**src/hdl/ncpu_settings.svh**
```systemverilog
// Core widths, opcodes and build options
`ifndef NCPU_SETTINGS_SVH
`define NCPU_SETTINGS_SVH

`define NCPU_DW      32
`define NCPU_AW      32
`define NCPU_REG_AW  5

// Logic unit
`define NCPU_OP_AND    6'h01
`define NCPU_OP_AND_I  6'h02
`define NCPU_OP_OR     6'h03
`define NCPU_OP_OR_I   6'h04
`define NCPU_OP_XOR    6'h05
`define NCPU_OP_XOR_I  6'h06
`define NCPU_OP_LSL    6'h07
`define NCPU_OP_LSL_I  6'h08
`define NCPU_OP_LSR    6'h09
`define NCPU_OP_LSR_I  6'h0a
`define NCPU_OP_ASR    6'h0b
`define NCPU_OP_ASR_I  6'h0c

// Arithmetic unit
// MUL has no unit and always goes to emulation
`define NCPU_OP_ADD    6'h0d
`define NCPU_OP_ADD_I  6'h0e
`define NCPU_OP_SUB    6'h0f
`define NCPU_OP_MUL    6'h10
`define NCPU_OP_CMP    6'h11

// Memory unit
`define NCPU_OP_LDB    6'h18
`define NCPU_OP_LDBU   6'h19
`define NCPU_OP_LDH    6'h1a
`define NCPU_OP_LDHU   6'h1b
`define NCPU_OP_LDWU   6'h1c
`define NCPU_OP_STB    6'h1d
`define NCPU_OP_STH    6'h1e
`define NCPU_OP_STW    6'h1f
`define NCPU_OP_BARR   6'h20

// Branch unit
`define NCPU_OP_JMP    6'h21
`define NCPU_OP_JMP_I  6'h22
`define NCPU_OP_BT     6'h23
`define NCPU_OP_BF     6'h24

// Optional instructions
// A value of 1'b0 sends the opcode to emulation
`define ENABLE_ASR   1'b1
`define ENABLE_SUB   1'b1
`define ENABLE_LDB   1'b1
`define ENABLE_LDBU  1'b1
`define ENABLE_LDH   1'b1
`define ENABLE_LDHU  1'b1
`define ENABLE_STB   1'b1
`define ENABLE_STH   1'b1

`endif

```
**src/hdl/ncpu_pkg.sv**
```systemverilog
// Shared decode and execute types
`include "ncpu_settings.svh"

package ncpu_pkg;

   // Register form
   typedef struct packed {
      logic [10:0]             attr;
      logic [`NCPU_REG_AW-1:0] rs2;
      logic [`NCPU_REG_AW-1:0] rs1;
      logic [`NCPU_REG_AW-1:0] rd;
      logic [5:0]              opcode;
   } insn_reg_t;

   // Immediate form
   typedef struct packed {
      logic [15:0]             imm16;
      logic [`NCPU_REG_AW-1:0] rs1;
      logic [`NCPU_REG_AW-1:0] rd;
      logic [5:0]              opcode;
   } insn_imm_t;

   // PC-relative form
   typedef struct packed {
      logic [20:0]             rel21;
      logic [`NCPU_REG_AW-1:0] rd;
      logic [5:0]              opcode;
   } insn_rel_t;

   typedef union packed {
      insn_reg_t reg_f;
      insn_imm_t imm_f;
      insn_rel_t rel_f;
   } insn_t;

   // One-hot logic unit select
   typedef struct packed {
      logic and_op;
      logic or_op;
      logic xor_op;
      logic lsl_op;
      logic lsr_op;
      logic asr_op;
   } lu_op_t;

   typedef struct packed {
      logic add_op;
      logic sub_op;
      logic cmp_op;
   } au_op_t;

   typedef enum logic [1:0] {
      MEM_NONE,
      MEM_LOAD,
      MEM_STORE,
      MEM_BARRIER
   } mem_kind_t;

   // Decode/execute register
   typedef struct packed {
      lu_op_t                  lu;
      au_op_t                  au;
      mem_kind_t               mem_kind;
      logic [1:0]              size;       // 0 none, 1 byte, 2 half, 3 word
      logic                    ld_unsigned;
      logic                    use_imm;
      logic [`NCPU_DW-1:0]     imm;
      logic                    wb_en;
      logic [`NCPU_REG_AW-1:0] wb_addr;
      logic                    jmp_reg;
      logic                    jmp_link;
      logic                    emu;
      logic [`NCPU_AW-3:0]     pc;
   } dec_op_t;

   typedef struct packed {
      mem_kind_t           kind;
      logic [1:0]          size;
      logic [`NCPU_AW-1:0] addr;
      logic [`NCPU_DW-1:0] wdata;
      logic                ld_unsigned;
   } mem_req_t;

   typedef struct packed {
      logic                valid;
      logic [`NCPU_AW-3:0] pc;
   } jmp_t;

   typedef struct packed {
      logic                    valid;
      logic [`NCPU_REG_AW-1:0] addr;
      logic [`NCPU_DW-1:0]     data;
   } retire_t;

endpackage

```
**src/hdl/ncpu_core.sv**
```systemverilog
// Decode and execute slice
`include "ncpu_settings.svh"

module ncpu_core (
   input  logic                clk_i,
   input  logic                reset_i,
   input  logic                insn_valid_i,
   input  ncpu_pkg::insn_t     insn_i,
   input  logic [`NCPU_AW-3:0] insn_pc_i,
   output logic                insn_ready_o,
   output ncpu_pkg::jmp_t      jmprel_o,
   output ncpu_pkg::jmp_t      jmpreg_o,
   output ncpu_pkg::jmp_t      emu_o,
   output logic                mem_valid_o,
   output ncpu_pkg::mem_req_t  mem_req_o,
   input  logic                mem_ready_i,
   input  logic [`NCPU_DW-1:0] mem_rdata_i,
   output ncpu_pkg::retire_t   retire_o
);
   import ncpu_pkg::*;

   logic                    ex_ready;
   logic                    cc_next;
   logic                    op_valid;
   dec_op_t                 op;
   logic                    rs1_re;
   logic [`NCPU_REG_AW-1:0] rs1_addr;
   logic                    rs2_re;
   logic [`NCPU_REG_AW-1:0] rs2_addr;
   logic [`NCPU_DW-1:0]     rs1;
   logic [`NCPU_DW-1:0]     rs2;
   logic                    wb_we;
   logic [`NCPU_REG_AW-1:0] wb_addr;
   logic [`NCPU_DW-1:0]     wb_data;

   ncpu_idu idu_inst (
      .clk_i        (clk_i),
      .reset_i      (reset_i),
      .insn_valid_i (insn_valid_i),
      .insn_i       (insn_i),
      .insn_pc_i    (insn_pc_i),
      .insn_ready_o (insn_ready_o),
      .ex_ready_i   (ex_ready),
      .cc_i         (cc_next),
      .jmprel_o     (jmprel_o),
      .rs1_re_o     (rs1_re),
      .rs1_addr_o   (rs1_addr),
      .rs2_re_o     (rs2_re),
      .rs2_addr_o   (rs2_addr),
      .op_valid_o   (op_valid),
      .op_o         (op)
   );

   ncpu_regfile regfile_inst (
      .clk_i      (clk_i),
      .reset_i    (reset_i),
      .rs1_re_i   (rs1_re),
      .rs1_addr_i (rs1_addr),
      .rs1_o      (rs1),
      .rs2_re_i   (rs2_re),
      .rs2_addr_i (rs2_addr),
      .rs2_o      (rs2),
      .we_i       (wb_we),
      .waddr_i    (wb_addr),
      .wdata_i    (wb_data)
   );

   ncpu_ieu ieu_inst (
      .clk_i       (clk_i),
      .reset_i     (reset_i),
      .op_valid_i  (op_valid),
      .op_i        (op),
      .rs1_i       (rs1),
      .rs2_i       (rs2),
      .ex_ready_o  (ex_ready),
      .cc_next_o   (cc_next),
      .mem_valid_o (mem_valid_o),
      .mem_req_o   (mem_req_o),
      .mem_ready_i (mem_ready_i),
      .mem_rdata_i (mem_rdata_i),
      .jmpreg_o    (jmpreg_o),
      .emu_o       (emu_o),
      .wb_we_o     (wb_we),
      .wb_addr_o   (wb_addr),
      .wb_data_o   (wb_data),
      .retire_o    (retire_o)
   );

endmodule

```
**src/hdl/ncpu_idu.sv**
```systemverilog
// Instruction decode unit
`include "ncpu_settings.svh"

module ncpu_idu (
   input  logic                    clk_i,
   input  logic                    reset_i,
   input  logic                    insn_valid_i,
   input  ncpu_pkg::insn_t         insn_i,
   input  logic [`NCPU_AW-3:0]     insn_pc_i,
   output logic                    insn_ready_o,
   input  logic                    ex_ready_i,
   input  logic                    cc_i,
   output ncpu_pkg::jmp_t          jmprel_o,
   output logic                    rs1_re_o,
   output logic [`NCPU_REG_AW-1:0] rs1_addr_o,
   output logic                    rs2_re_o,
   output logic [`NCPU_REG_AW-1:0] rs2_addr_o,
   output logic                    op_valid_o,
   output ncpu_pkg::dec_op_t       op_o
);
   import ncpu_pkg::*;

   wire [5:0]  opc    = insn_i.reg_f.opcode;
   wire [15:0] imm16  = insn_i.imm_f.imm16;
   wire [20:0] rel21  = insn_i.rel_f.rel21;
   wire        accept = insn_valid_i & ex_ready_i;

   wire op_and   = (opc == `NCPU_OP_AND);
   wire op_and_i = (opc == `NCPU_OP_AND_I);
   wire op_or    = (opc == `NCPU_OP_OR);
   wire op_or_i  = (opc == `NCPU_OP_OR_I);
   wire op_xor   = (opc == `NCPU_OP_XOR);
   wire op_xor_i = (opc == `NCPU_OP_XOR_I);
   wire op_lsl   = (opc == `NCPU_OP_LSL);
   wire op_lsl_i = (opc == `NCPU_OP_LSL_I);
   wire op_lsr   = (opc == `NCPU_OP_LSR);
   wire op_lsr_i = (opc == `NCPU_OP_LSR_I);
   wire op_asr   = (opc == `NCPU_OP_ASR) & `ENABLE_ASR;
   wire op_asr_i = (opc == `NCPU_OP_ASR_I) & `ENABLE_ASR;

   wire op_add   = (opc == `NCPU_OP_ADD);
   wire op_add_i = (opc == `NCPU_OP_ADD_I);
   wire op_sub   = (opc == `NCPU_OP_SUB) & `ENABLE_SUB;
   wire op_cmp   = (opc == `NCPU_OP_CMP);

   wire op_ldb   = (opc == `NCPU_OP_LDB) & `ENABLE_LDB;
   wire op_ldbu  = (opc == `NCPU_OP_LDBU) & `ENABLE_LDBU;
   wire op_ldh   = (opc == `NCPU_OP_LDH) & `ENABLE_LDH;
   wire op_ldhu  = (opc == `NCPU_OP_LDHU) & `ENABLE_LDHU;
   wire op_ldwu  = (opc == `NCPU_OP_LDWU);
   wire op_stb   = (opc == `NCPU_OP_STB) & `ENABLE_STB;
   wire op_sth   = (opc == `NCPU_OP_STH) & `ENABLE_STH;
   wire op_stw   = (opc == `NCPU_OP_STW);
   wire op_barr  = (opc == `NCPU_OP_BARR);

   wire op_jmp   = (opc == `NCPU_OP_JMP);
   wire op_jmp_i = (opc == `NCPU_OP_JMP_I);
   wire op_bt    = (opc == `NCPU_OP_BT);
   wire op_bf    = (opc == `NCPU_OP_BF);

   wire op_load  = op_ldb | op_ldbu | op_ldh | op_ldhu | op_ldwu;
   wire op_store = op_stb | op_sth | op_stw;
   wire op_byte  = op_ldb | op_ldbu | op_stb;
   wire op_half  = op_ldh | op_ldhu | op_sth;
   wire op_word  = op_ldwu | op_stw;

   wire lu_imm = op_and_i | op_or_i | op_xor_i | op_lsl_i | op_lsr_i | op_asr_i;
   wire lu_any = op_and | op_or | op_xor | op_lsl | op_lsr | op_asr | lu_imm;
   wire au_any = op_add | op_add_i | op_sub | op_cmp;
   wire bu_any = op_jmp | op_jmp_i | op_bt | op_bf;

   // No unit claims the opcode
   wire emu = ~(lu_any | au_any | bu_any | op_load | op_store | op_barr);

   wire use_imm    = lu_imm | op_add_i | op_load | op_store;
   wire imm_signed = op_xor_i | op_and_i | op_add_i | op_load | op_store;
   wire no_rs1     = op_barr | op_jmp_i | op_bt | op_bf | emu;

   wire [`NCPU_DW-1:0]  imm_ext = imm_signed ? {{(`NCPU_DW-16){imm16[15]}}, imm16}
                                             : {{(`NCPU_DW-16){1'b0}}, imm16};
   wire [`NCPU_AW-3:0]  rel_off = {{(`NCPU_AW-23){rel21[20]}}, rel21};

   dec_op_t dec;

   always_comb begin
      dec             = '0;
      dec.lu.and_op   = op_and | op_and_i;
      dec.lu.or_op    = op_or | op_or_i;
      dec.lu.xor_op   = op_xor | op_xor_i;
      dec.lu.lsl_op   = op_lsl | op_lsl_i;
      dec.lu.lsr_op   = op_lsr | op_lsr_i;
      dec.lu.asr_op   = op_asr | op_asr_i;
      dec.au.add_op   = op_add | op_add_i;
      dec.au.sub_op   = op_sub;
      dec.au.cmp_op   = op_cmp;
      if (op_load)
         dec.mem_kind = MEM_LOAD;
      else if (op_store)
         dec.mem_kind = MEM_STORE;
      else if (op_barr)
         dec.mem_kind = MEM_BARRIER;
      else
         dec.mem_kind = MEM_NONE;
      dec.size        = op_byte ? 2'd1 : op_half ? 2'd2 : op_word ? 2'd3 : 2'd0;
      dec.ld_unsigned = op_ldbu | op_ldhu | op_ldwu;
      dec.use_imm     = use_imm;
      dec.imm         = imm_ext;
      dec.wb_en       = lu_any | op_add | op_add_i | op_sub | op_load | op_jmp | op_jmp_i;
      dec.wb_addr     = insn_i.reg_f.rd;
      dec.jmp_reg     = op_jmp;
      dec.jmp_link    = op_jmp | op_jmp_i;
      dec.emu         = emu;
      dec.pc          = insn_pc_i;
   end

   // Relative jumps go back to fetch in the accept cycle
   assign jmprel_o = '{valid: accept & (op_jmp_i | (op_bt & cc_i) | (op_bf & ~cc_i)),
                       pc:    insn_pc_i + rel_off};

   // Reads only on acceptance so operands hold during back-pressure
   assign rs1_re_o   = accept & ~no_rs1;
   assign rs1_addr_o = insn_i.reg_f.rs1;
   assign rs2_re_o   = accept & (op_store | (~use_imm & (lu_any | au_any)));
   // Store source sits in rd
   assign rs2_addr_o = op_store ? insn_i.reg_f.rd : insn_i.reg_f.rs2;

   assign insn_ready_o = ex_ready_i;

   always_ff @(posedge clk_i) begin
      if (reset_i) begin
         op_valid_o <= 1'b0;
      end else if (ex_ready_i) begin
         op_valid_o <= insn_valid_i;
      end
   end

   always_ff @(posedge clk_i) begin
      if (ex_ready_i) begin
         op_o <= dec;
      end
   end

endmodule

```
**src/hdl/ncpu_ieu.sv**
```systemverilog
// Integer execute unit
`include "ncpu_settings.svh"

module ncpu_ieu (
   input  logic                    clk_i,
   input  logic                    reset_i,
   input  logic                    op_valid_i,
   input  ncpu_pkg::dec_op_t       op_i,
   input  logic [`NCPU_DW-1:0]     rs1_i,
   input  logic [`NCPU_DW-1:0]     rs2_i,
   output logic                    ex_ready_o,
   output logic                    cc_next_o,
   output logic                    mem_valid_o,
   output ncpu_pkg::mem_req_t      mem_req_o,
   input  logic                    mem_ready_i,
   input  logic [`NCPU_DW-1:0]     mem_rdata_i,
   output ncpu_pkg::jmp_t          jmpreg_o,
   output ncpu_pkg::jmp_t          emu_o,
   output logic                    wb_we_o,
   output logic [`NCPU_REG_AW-1:0] wb_addr_o,
   output logic [`NCPU_DW-1:0]     wb_data_o,
   output ncpu_pkg::retire_t       retire_o
);
   import ncpu_pkg::*;

   logic [`NCPU_DW-1:0] lu_res;
   logic [`NCPU_DW-1:0] ld_data;
   logic                cc_q;

   wire [`NCPU_DW-1:0] opnd1 = rs1_i;
   wire [`NCPU_DW-1:0] opnd2 = op_i.use_imm ? op_i.imm : rs2_i;
   wire [4:0]          shamt = opnd2[4:0];

   // Adder shared by ADD and the memory address
   wire [`NCPU_DW-1:0] sum  = opnd1 + opnd2;
   wire [`NCPU_DW-1:0] diff = opnd1 - opnd2;

   // Arithmetic right shift fills with the sign bit
   wire [`NCPU_DW-1:0] asr_res = $signed(opnd1) >>> shamt;

   // One-hot logic unit
   always_comb begin
      lu_res = '0;
      if (op_i.lu.and_op)
         lu_res = lu_res | (opnd1 & opnd2);
      if (op_i.lu.or_op)
         lu_res = lu_res | (opnd1 | opnd2);
      if (op_i.lu.xor_op)
         lu_res = lu_res | (opnd1 ^ opnd2);
      if (op_i.lu.lsl_op)
         lu_res = lu_res | (opnd1 << shamt);
      if (op_i.lu.lsr_op)
         lu_res = lu_res | (opnd1 >> shamt);
      if (op_i.lu.asr_op)
         lu_res = lu_res | asr_res;
   end

   wire lu_sel = |op_i.lu;
   wire [`NCPU_DW-1:0] au_res = op_i.au.sub_op ? diff : sum;

   // Flag updates in the CMP cycle so a following branch sees it
   wire cmp_now = op_valid_i & op_i.au.cmp_op;
   assign cc_next_o = cmp_now ? (opnd1 == opnd2) : cc_q;

   always_ff @(posedge clk_i) begin
      if (reset_i) begin
         cc_q <= 1'b0;
      end else begin
         cc_q <= cc_next_o;
      end
   end

   // Request held by stalling decode until ready
   wire is_mem   = op_i.mem_kind != MEM_NONE;
   wire mem_done = mem_valid_o & mem_ready_i;

   assign mem_valid_o = op_valid_i & is_mem;
   assign ex_ready_o  = ~mem_valid_o | mem_ready_i;
   assign mem_req_o   = '{kind:        op_i.mem_kind,
                          size:        op_i.size,
                          addr:        sum,
                          wdata:       rs2_i,
                          ld_unsigned: op_i.ld_unsigned};

   // Load data extension by size
   always_comb begin
      case (op_i.size)
         2'd1: begin
            ld_data = op_i.ld_unsigned ? {{(`NCPU_DW-8){1'b0}}, mem_rdata_i[7:0]}
                                       : {{(`NCPU_DW-8){mem_rdata_i[7]}}, mem_rdata_i[7:0]};
         end
         2'd2: begin
            ld_data = op_i.ld_unsigned ? {{(`NCPU_DW-16){1'b0}}, mem_rdata_i[15:0]}
                                       : {{(`NCPU_DW-16){mem_rdata_i[15]}}, mem_rdata_i[15:0]};
         end
         default: ld_data = mem_rdata_i;
      endcase
   end

   // Link value is the next word-address PC
   wire [`NCPU_AW-3:0] pc_next  = op_i.pc + {{(`NCPU_AW-3){1'b0}}, 1'b1};
   wire [`NCPU_DW-1:0] link_val = {2'b00, pc_next};

   wire alu_we = op_valid_i & op_i.wb_en & ~is_mem;
   wire ld_we  = mem_done & op_i.wb_en & (op_i.mem_kind == MEM_LOAD);

   assign wb_we_o   = alu_we | ld_we;
   assign wb_addr_o = op_i.wb_addr;

   always_comb begin
      if (is_mem)
         wb_data_o = ld_data;
      else if (op_i.jmp_link)
         wb_data_o = link_val;
      else if (lu_sel)
         wb_data_o = lu_res;
      else
         wb_data_o = au_res;
   end

   // r0 writes are dropped by the register file
   assign retire_o = '{valid: wb_we_o & (wb_addr_o != '0),
                       addr:  wb_addr_o,
                       data:  wb_data_o};

   assign jmpreg_o = '{valid: op_valid_i & op_i.jmp_reg,
                       pc:    opnd1[`NCPU_DW-1:2]};

   assign emu_o = '{valid: op_valid_i & op_i.emu,
                    pc:    op_i.pc};

endmodule

```
**src/hdl/ncpu_regfile.sv**
```systemverilog
// Register file with two read ports
`include "ncpu_settings.svh"

module ncpu_regfile (
   input  logic                    clk_i,
   input  logic                    reset_i,
   input  logic                    rs1_re_i,
   input  logic [`NCPU_REG_AW-1:0] rs1_addr_i,
   output logic [`NCPU_DW-1:0]     rs1_o,
   input  logic                    rs2_re_i,
   input  logic [`NCPU_REG_AW-1:0] rs2_addr_i,
   output logic [`NCPU_DW-1:0]     rs2_o,
   input  logic                    we_i,
   input  logic [`NCPU_REG_AW-1:0] waddr_i,
   input  logic [`NCPU_DW-1:0]     wdata_i
);

   logic [`NCPU_DW-1:0] regs [0:(1<<`NCPU_REG_AW)-1];

   // Write-first read with r0 hardwired to zero
   function automatic logic [`NCPU_DW-1:0] read_port(input logic [`NCPU_REG_AW-1:0] addr);
      if (addr == '0)
         return '0;
      if (we_i && waddr_i == addr)
         return wdata_i;
      return regs[addr];
   endfunction

   always_ff @(posedge clk_i) begin
      if (reset_i) begin
         for (int i = 0; i < (1 << `NCPU_REG_AW); i++) begin
            regs[i] <= '0;
         end
         rs1_o <= '0;
         rs2_o <= '0;
      end else begin
         if (we_i && waddr_i != '0)
            regs[waddr_i] <= wdata_i;
         if (rs1_re_i)
            rs1_o <= read_port(rs1_addr_i);
         if (rs2_re_i)
            rs2_o <= read_port(rs2_addr_i);
      end
   end

endmodule

```
**config.mk**
```make
export PLATFORM = sky130hd
export DESIGN_NAME = ncpu_core
export DESIGN_NICKNAME = d
export VERILOG_FILES = /design/src/hdl/ncpu_pkg.sv /design/src/hdl/ncpu_core.sv /design/src/hdl/ncpu_idu.sv /design/src/hdl/ncpu_ieu.sv /design/src/hdl/ncpu_regfile.sv
export VERILOG_INCLUDE_DIRS = /design/src /design/src/hdl
export SDC_FILE = /design/constraint.sdc
export NUM_CORES = 2
export LEC_CHECK = 0
export BUFFER_PORTS_ARGS = -buffer_cell sky130_fd_sc_hd__buf_2
export CORE_ASPECT_RATIO = 1.1
export CORE_UTILIZATION = 35
export DETAILED_ROUTE_END_ITERATION = 7
export PLACE_DENSITY = 0.49
export SLEW_MARGIN = 5
export SYNTH_ARGS = -nofsm -noshare
export SYNTH_HDL_FRONTEND = slang
export SYNTH_HIERARCHICAL = 1
export SYNTH_SLANG_ARGS = --single-unit
```
**constraint.sdc**
```tcl
create_clock -name clk_i -period 5.9 [get_ports clk_i]
set_clock_uncertainty 0.2 [all_clocks]
set_input_delay 1.18 -clock clk_i [delete_from_list [all_inputs] [get_ports clk_i]]
set_output_delay 1.18 -clock clk_i [all_outputs]
set_load 0.005 [all_outputs]
```
Word level (Yosys, flattened, before mapping)
Memories as Yosys holds them, arrays and structs flattened.
Cells that the tools add are included.
{"block": "word_totals", "wordCells": 219, "ff_bits": 136, "output_inout_bits": 202, "ramBits": 1024, "memories": 1, "inputBits": 98}
{"block": "classes", "n_mux": 50, "n_addsub": 4, "n_eq_ne": 35, "reduce_logical": 9, "n_shift": 3, "n_bitwise": 93}
{"name": "regfile_inst.regs", "depth": 32, "width": 32, "rd": 2, "rd_clocked_by_memory_dff": 0, "write_ports": 32, "line": "ncpu_regfile.sv:18", "rtl": "logic [`NCPU_DW-1:0] regs [0:(1<<`NCPU_REG_AW)-1];"}
{"operator": "two-way mux 32 bit", "n": 22}
{"operator": "bitwise OR 32 bit", "n": 6}
{"operator": "case mux 32 bit (2 select lines)", "n": 1}
{"operator": "bitwise OR 1 bit", "n": 62}
{"operator": "== test 6 x 5 -> 1 bit, second input constant", "n": 9}
{"operator": "== test 6 x 4 -> 1 bit, second input constant", "n": 8}
{"operator": "adder 32 bit", "n": 1}
{"operator": "bitwise AND 32 bit", "n": 1}
{"operator": "== test 32 bit", "n": 1}
{"operator": "OR reduction 32 bit", "n": 1}
{"operator": "<< shifter 32 x 5 -> 32 bit", "n": 1}
{"operator": "right shift 32 x 5 -> 32 bit", "n": 1}
{"operator": ">>> shifter 32 x 5 -> 32 bit", "n": 1}
{"operator": "subtractor 32 bit", "n": 1}
{"operator": "XOR 32 bit", "n": 1}
{"operator": "adder 30 x 1 -> 30 bit, second input constant", "n": 1}
{"operator": "adder 30 bit", "n": 1}
{"operator": "== test 6 bit, second input constant", "n": 5}
{"operator": "== test 6 x 3 -> 1 bit, second input constant", "n": 4}
{"operator": "two-way mux 1 bit", "n": 21}
{"operator": "bitwise AND 1 bit", "n": 17}
{"operator": "== test 6 x 2 -> 1 bit, second input constant", "n": 2}
{"operator": "== test 5 bit", "n": 2}
{"operator": "logical NOT 5 bit", "n": 2}
{"operator": "10 further kinds", "n": 22}

Longest topological paths before layout
{"block": "depth", "ltp_word": 23, "depth_mapped": 21, "ltp_nobuf": 15}

Modules after synthesis
Netlist, hierarchy kept.
{"module": "ncpu_regfile", "area_per_inst_um2": 56118.8, "n_inst": 1, "cells_per_inst": 3622, "seq_area_each_um2": 32030.7}
{"module": "ncpu_ieu", "area_per_inst_um2": 11289.6, "n_inst": 1, "cells_per_inst": 1658, "seq_area_each_um2": 20.0}
{"module": "ncpu_idu", "area_per_inst_um2": 4556.9, "n_inst": 1, "cells_per_inst": 426, "seq_area_each_um2": 2152.1}

Worst setup path before layout
OpenSTA, ideal clock, no wires.
{"block": "synth_path", "path_kind": "flip-flop to output port", "start": "register idu_inst/op_o[71] (netlist bit)", "end": "output port retire_o[24] (netlist bit)", "path_slack_ps": 175, "required_ps": 4520, "arrival_ps": 4345, "path_buffers": 6, "path_stages_with_launch": 19, "cell_sequence": "edfxtp_1 > buf_6 > buf_2 > mux2i_1 > buf_2 > buf_1 > clkbuf_1 > ha_1 > buf_4 > a21o_1 > a221oi_2 > o21ai_1 > a221oi_2 > o311ai_1 > nor2b_1 > a31oi_1 > xnor2_1 > a221oi_1 > a211oi_1"}
{"element": "start: declaration", "line": "ncpu_idu.sv:19", "rtl": "output ncpu_pkg::dec_op_t op_o"}
{"element": "start signal: assignment", "line": "ncpu_idu.sv:139", "rtl": "op_o <= dec;"}
{"element": "end: declaration", "line": "ncpu_core.sv:18", "rtl": "output ncpu_pkg::retire_t retire_o"}

==> impl_metrics.toml <==
[route]
ant_nets = 0
drt-total-wl_um = 305000
dr.first_iter.drc_count = 5679
drc = 0
post_drt_wl_per_cell_um = 34.8
first_pass_iters = 5
dr_total_vias = 52600
routed_via_density = 5.99

[clock_network]
cts_max_path_buffers = 3
cts_buffers = 136
cts.clk_slew.worst_paths_ns = 0.06
cts.root.buffer_cell = "clkbuf_16"
clock_latency_ns = 0.80
cts_tree = "yes"
h-tree-depth = 4
numClockSinks = 1160

[synthesis]
yosysWarningCount = 6
syn_inst = 5704
avgSynthCellArea_um2 = 12.6
synth_area_um2 = 71900

[place]
gp_congestion = 1.01
io_buffers = 299
post_dp_cell_area_um2 = 77400
dp_hpwl_um = 218000
pre_cts_ws_ns = 0.0628

[min_path]
hp-class = "reg2reg"

[cells_and_area]
mostFrequentLayoutCells = "1,094 x edfxtp_1, 1,004 x and2_1, 521 x mux4_2"
final_net_count = 6165
fill_cells = 19100
stdcell_area_um2 = 83200
drive_gt1_share_pct = 29.2
syn_to_final_growth_pct = 15.6
fin_util_pct = 40.7
layout_commonest_cell = "edfxtp_1"

[pwr]
power.internal_uw = 15800
peakVddDrop_v = 0.000229
combPwrFrac_pct = 22.4
p_seq_share_pct = 41.6
switching_power_uw = 7150
clkPwrFrac_pct = 36.0
p_sw_share_pct = 31.2
cellPowerDensity_nw_per_um2 = 276
leakagePower_uw = 0.0308

[sta]
hold_viol_final = 0
post-route-period-util_pct = 104
fmax_mhz = 163
fin_ws_ns = -0.219
rsz0062_at_grt = "yes"
finalCriticalPeriod_ns = 6.12
max_slew.worst_pin.slew_ns = 1.30
maxSlewViolCount = 0
setup_viol_count_final = 15
timing.slew.headroom_pct = 13.2

[grt]
grt_pass1_wl_um = 419000
track_usage_pct = 28.9
grt-ovfl-total = 0
grt_max_degree = 109
antenna_found_initial = 17
grt_pass1_vias = 51000

[setup_path]
crit_required_ns = 4.52
end_kind = "output port"
critPathKind = "reg2out"
cp-start-kind = "register"
crit_fanout = 7
cp.arrival_ns = 4.74

[job]
cap_viol_max_count = 0

[floorplan]
start_util_pct = 35.2
row_count = 174
die_height_um = 477
dieArea_um2 = 207000
core-area_um2 = 204000
ios = 300
dieWidth_um = 434

[status]
violations = "negative setup slack"
status = "complete, but fails checks"
routing by layer:
metal	track usage (%)	up-vias	share of wire, %
met5	0	-	0.019
li1	-	22000	-
met3	5.14	538	7.8
met1	36.6	27400	39
met4	15.0	8	5.8
met2	46.9	2631	48
through the flow:
stage	power [uW]	TNS, ns	instances	hold slack (ns)
after detailed placement	14500	0	8470	0.301
after CTS	22900	-1.86	8741	0.316
after floorplan	12300	0	5735	0.281
after global placement	14500	0	8470	0.304
after global routing	23600	-4.18	8771	0.352
final	22900	-1.02	8780	0.341
layout make-up:
cell class / instances / area [um2] / share of cell area [%]
repair buffers: 749 / 5550 / 6.67
multi-input cells: 3777 / 35300 / 42.4
clock inverters: 54 / 487 / 0.585
diodes: 12 / 30.0 / 0.0361
flip-flops and latches: 1160 / 34200 / 41.1
inverters: 112 / 425 / 0.512
well taps: 2728 / 3410 / 4.10
clock buffers: 188 / 3780 / 4.55
repair_timing:
item                                    in CTS  in global routing
hold buffers                                 0                  0
resized for setup                          112                 80
endpoints found under the setup margin      29                 30
pin swaps                                   38                 39
gates cloned                                 2                  0
buffers inserted                            29                 29
worst max-delay path, cell delays in order, from the launching register on:
cell and delay, ns:
edfxtp_1 0.41, buf_12 0.18, buf_12 0.16, mux2i_2 0.18
ha_1 0.40, buf_4 0.16, inv_1 0.07, a21oi_1 0.25
a31oi_4 0.11, a31oi_4 0.35, a21oi_2 0.10, buf_6 0.15
a41o_1 0.19, a221oi_2 0.28, nor4_1 0.08, or4b_1 0.59
o311ai_4 0.12, buf_6 0.16
power by group through the flow:
stage | clock network, uW | logic, uW | registers, uW
2_1_floorplan | 0 | 2700 | 9600
3_3_place_gp | 0 | 4800 | 9700
3_5_place_dp | 0 | 4790 | 9710
4_1_cts | 8410 | 4970 | 9540
5_1_grt | 8680 | 5330 | 9570
6_report | 8250 | 5130 | 9550
flip-flops by register name, indices dropped and copies added (netlist names):
register	cells
regfile_inst/regs	1024
idu_inst/op_o	70
regfile_inst/rs1_o	32
regfile_inst/rs2_o	32
idu_inst/op_valid_o	1
ieu_inst/cc_q	1
final timing paths:
check,startpoint,end,slack (ns),cells past startpoint
setup / recovery,idu_inst/op_o[71]$_DFFE_PP_,retire_o[31],-0.22,17
hold / removal,regfile_inst/rs2_o[27]$_SDFFE_PP0P_,regfile_inst/rs2_o[27]$_SDFFE_PP0P_,0.34,1
setup reg to reg,idu_inst/op_o[71]$_DFFE_PP_,regfile_inst/regs[7][11]$_SDFFCE_PN0P_,0.89,19
hold reg to reg,regfile_inst/rs2_o[27]$_SDFFE_PP0P_,regfile_inst/rs2_o[27]$_SDFFE_PP0P_,0.34,1
Note: power is estimated with default switching activity, not from simulation.
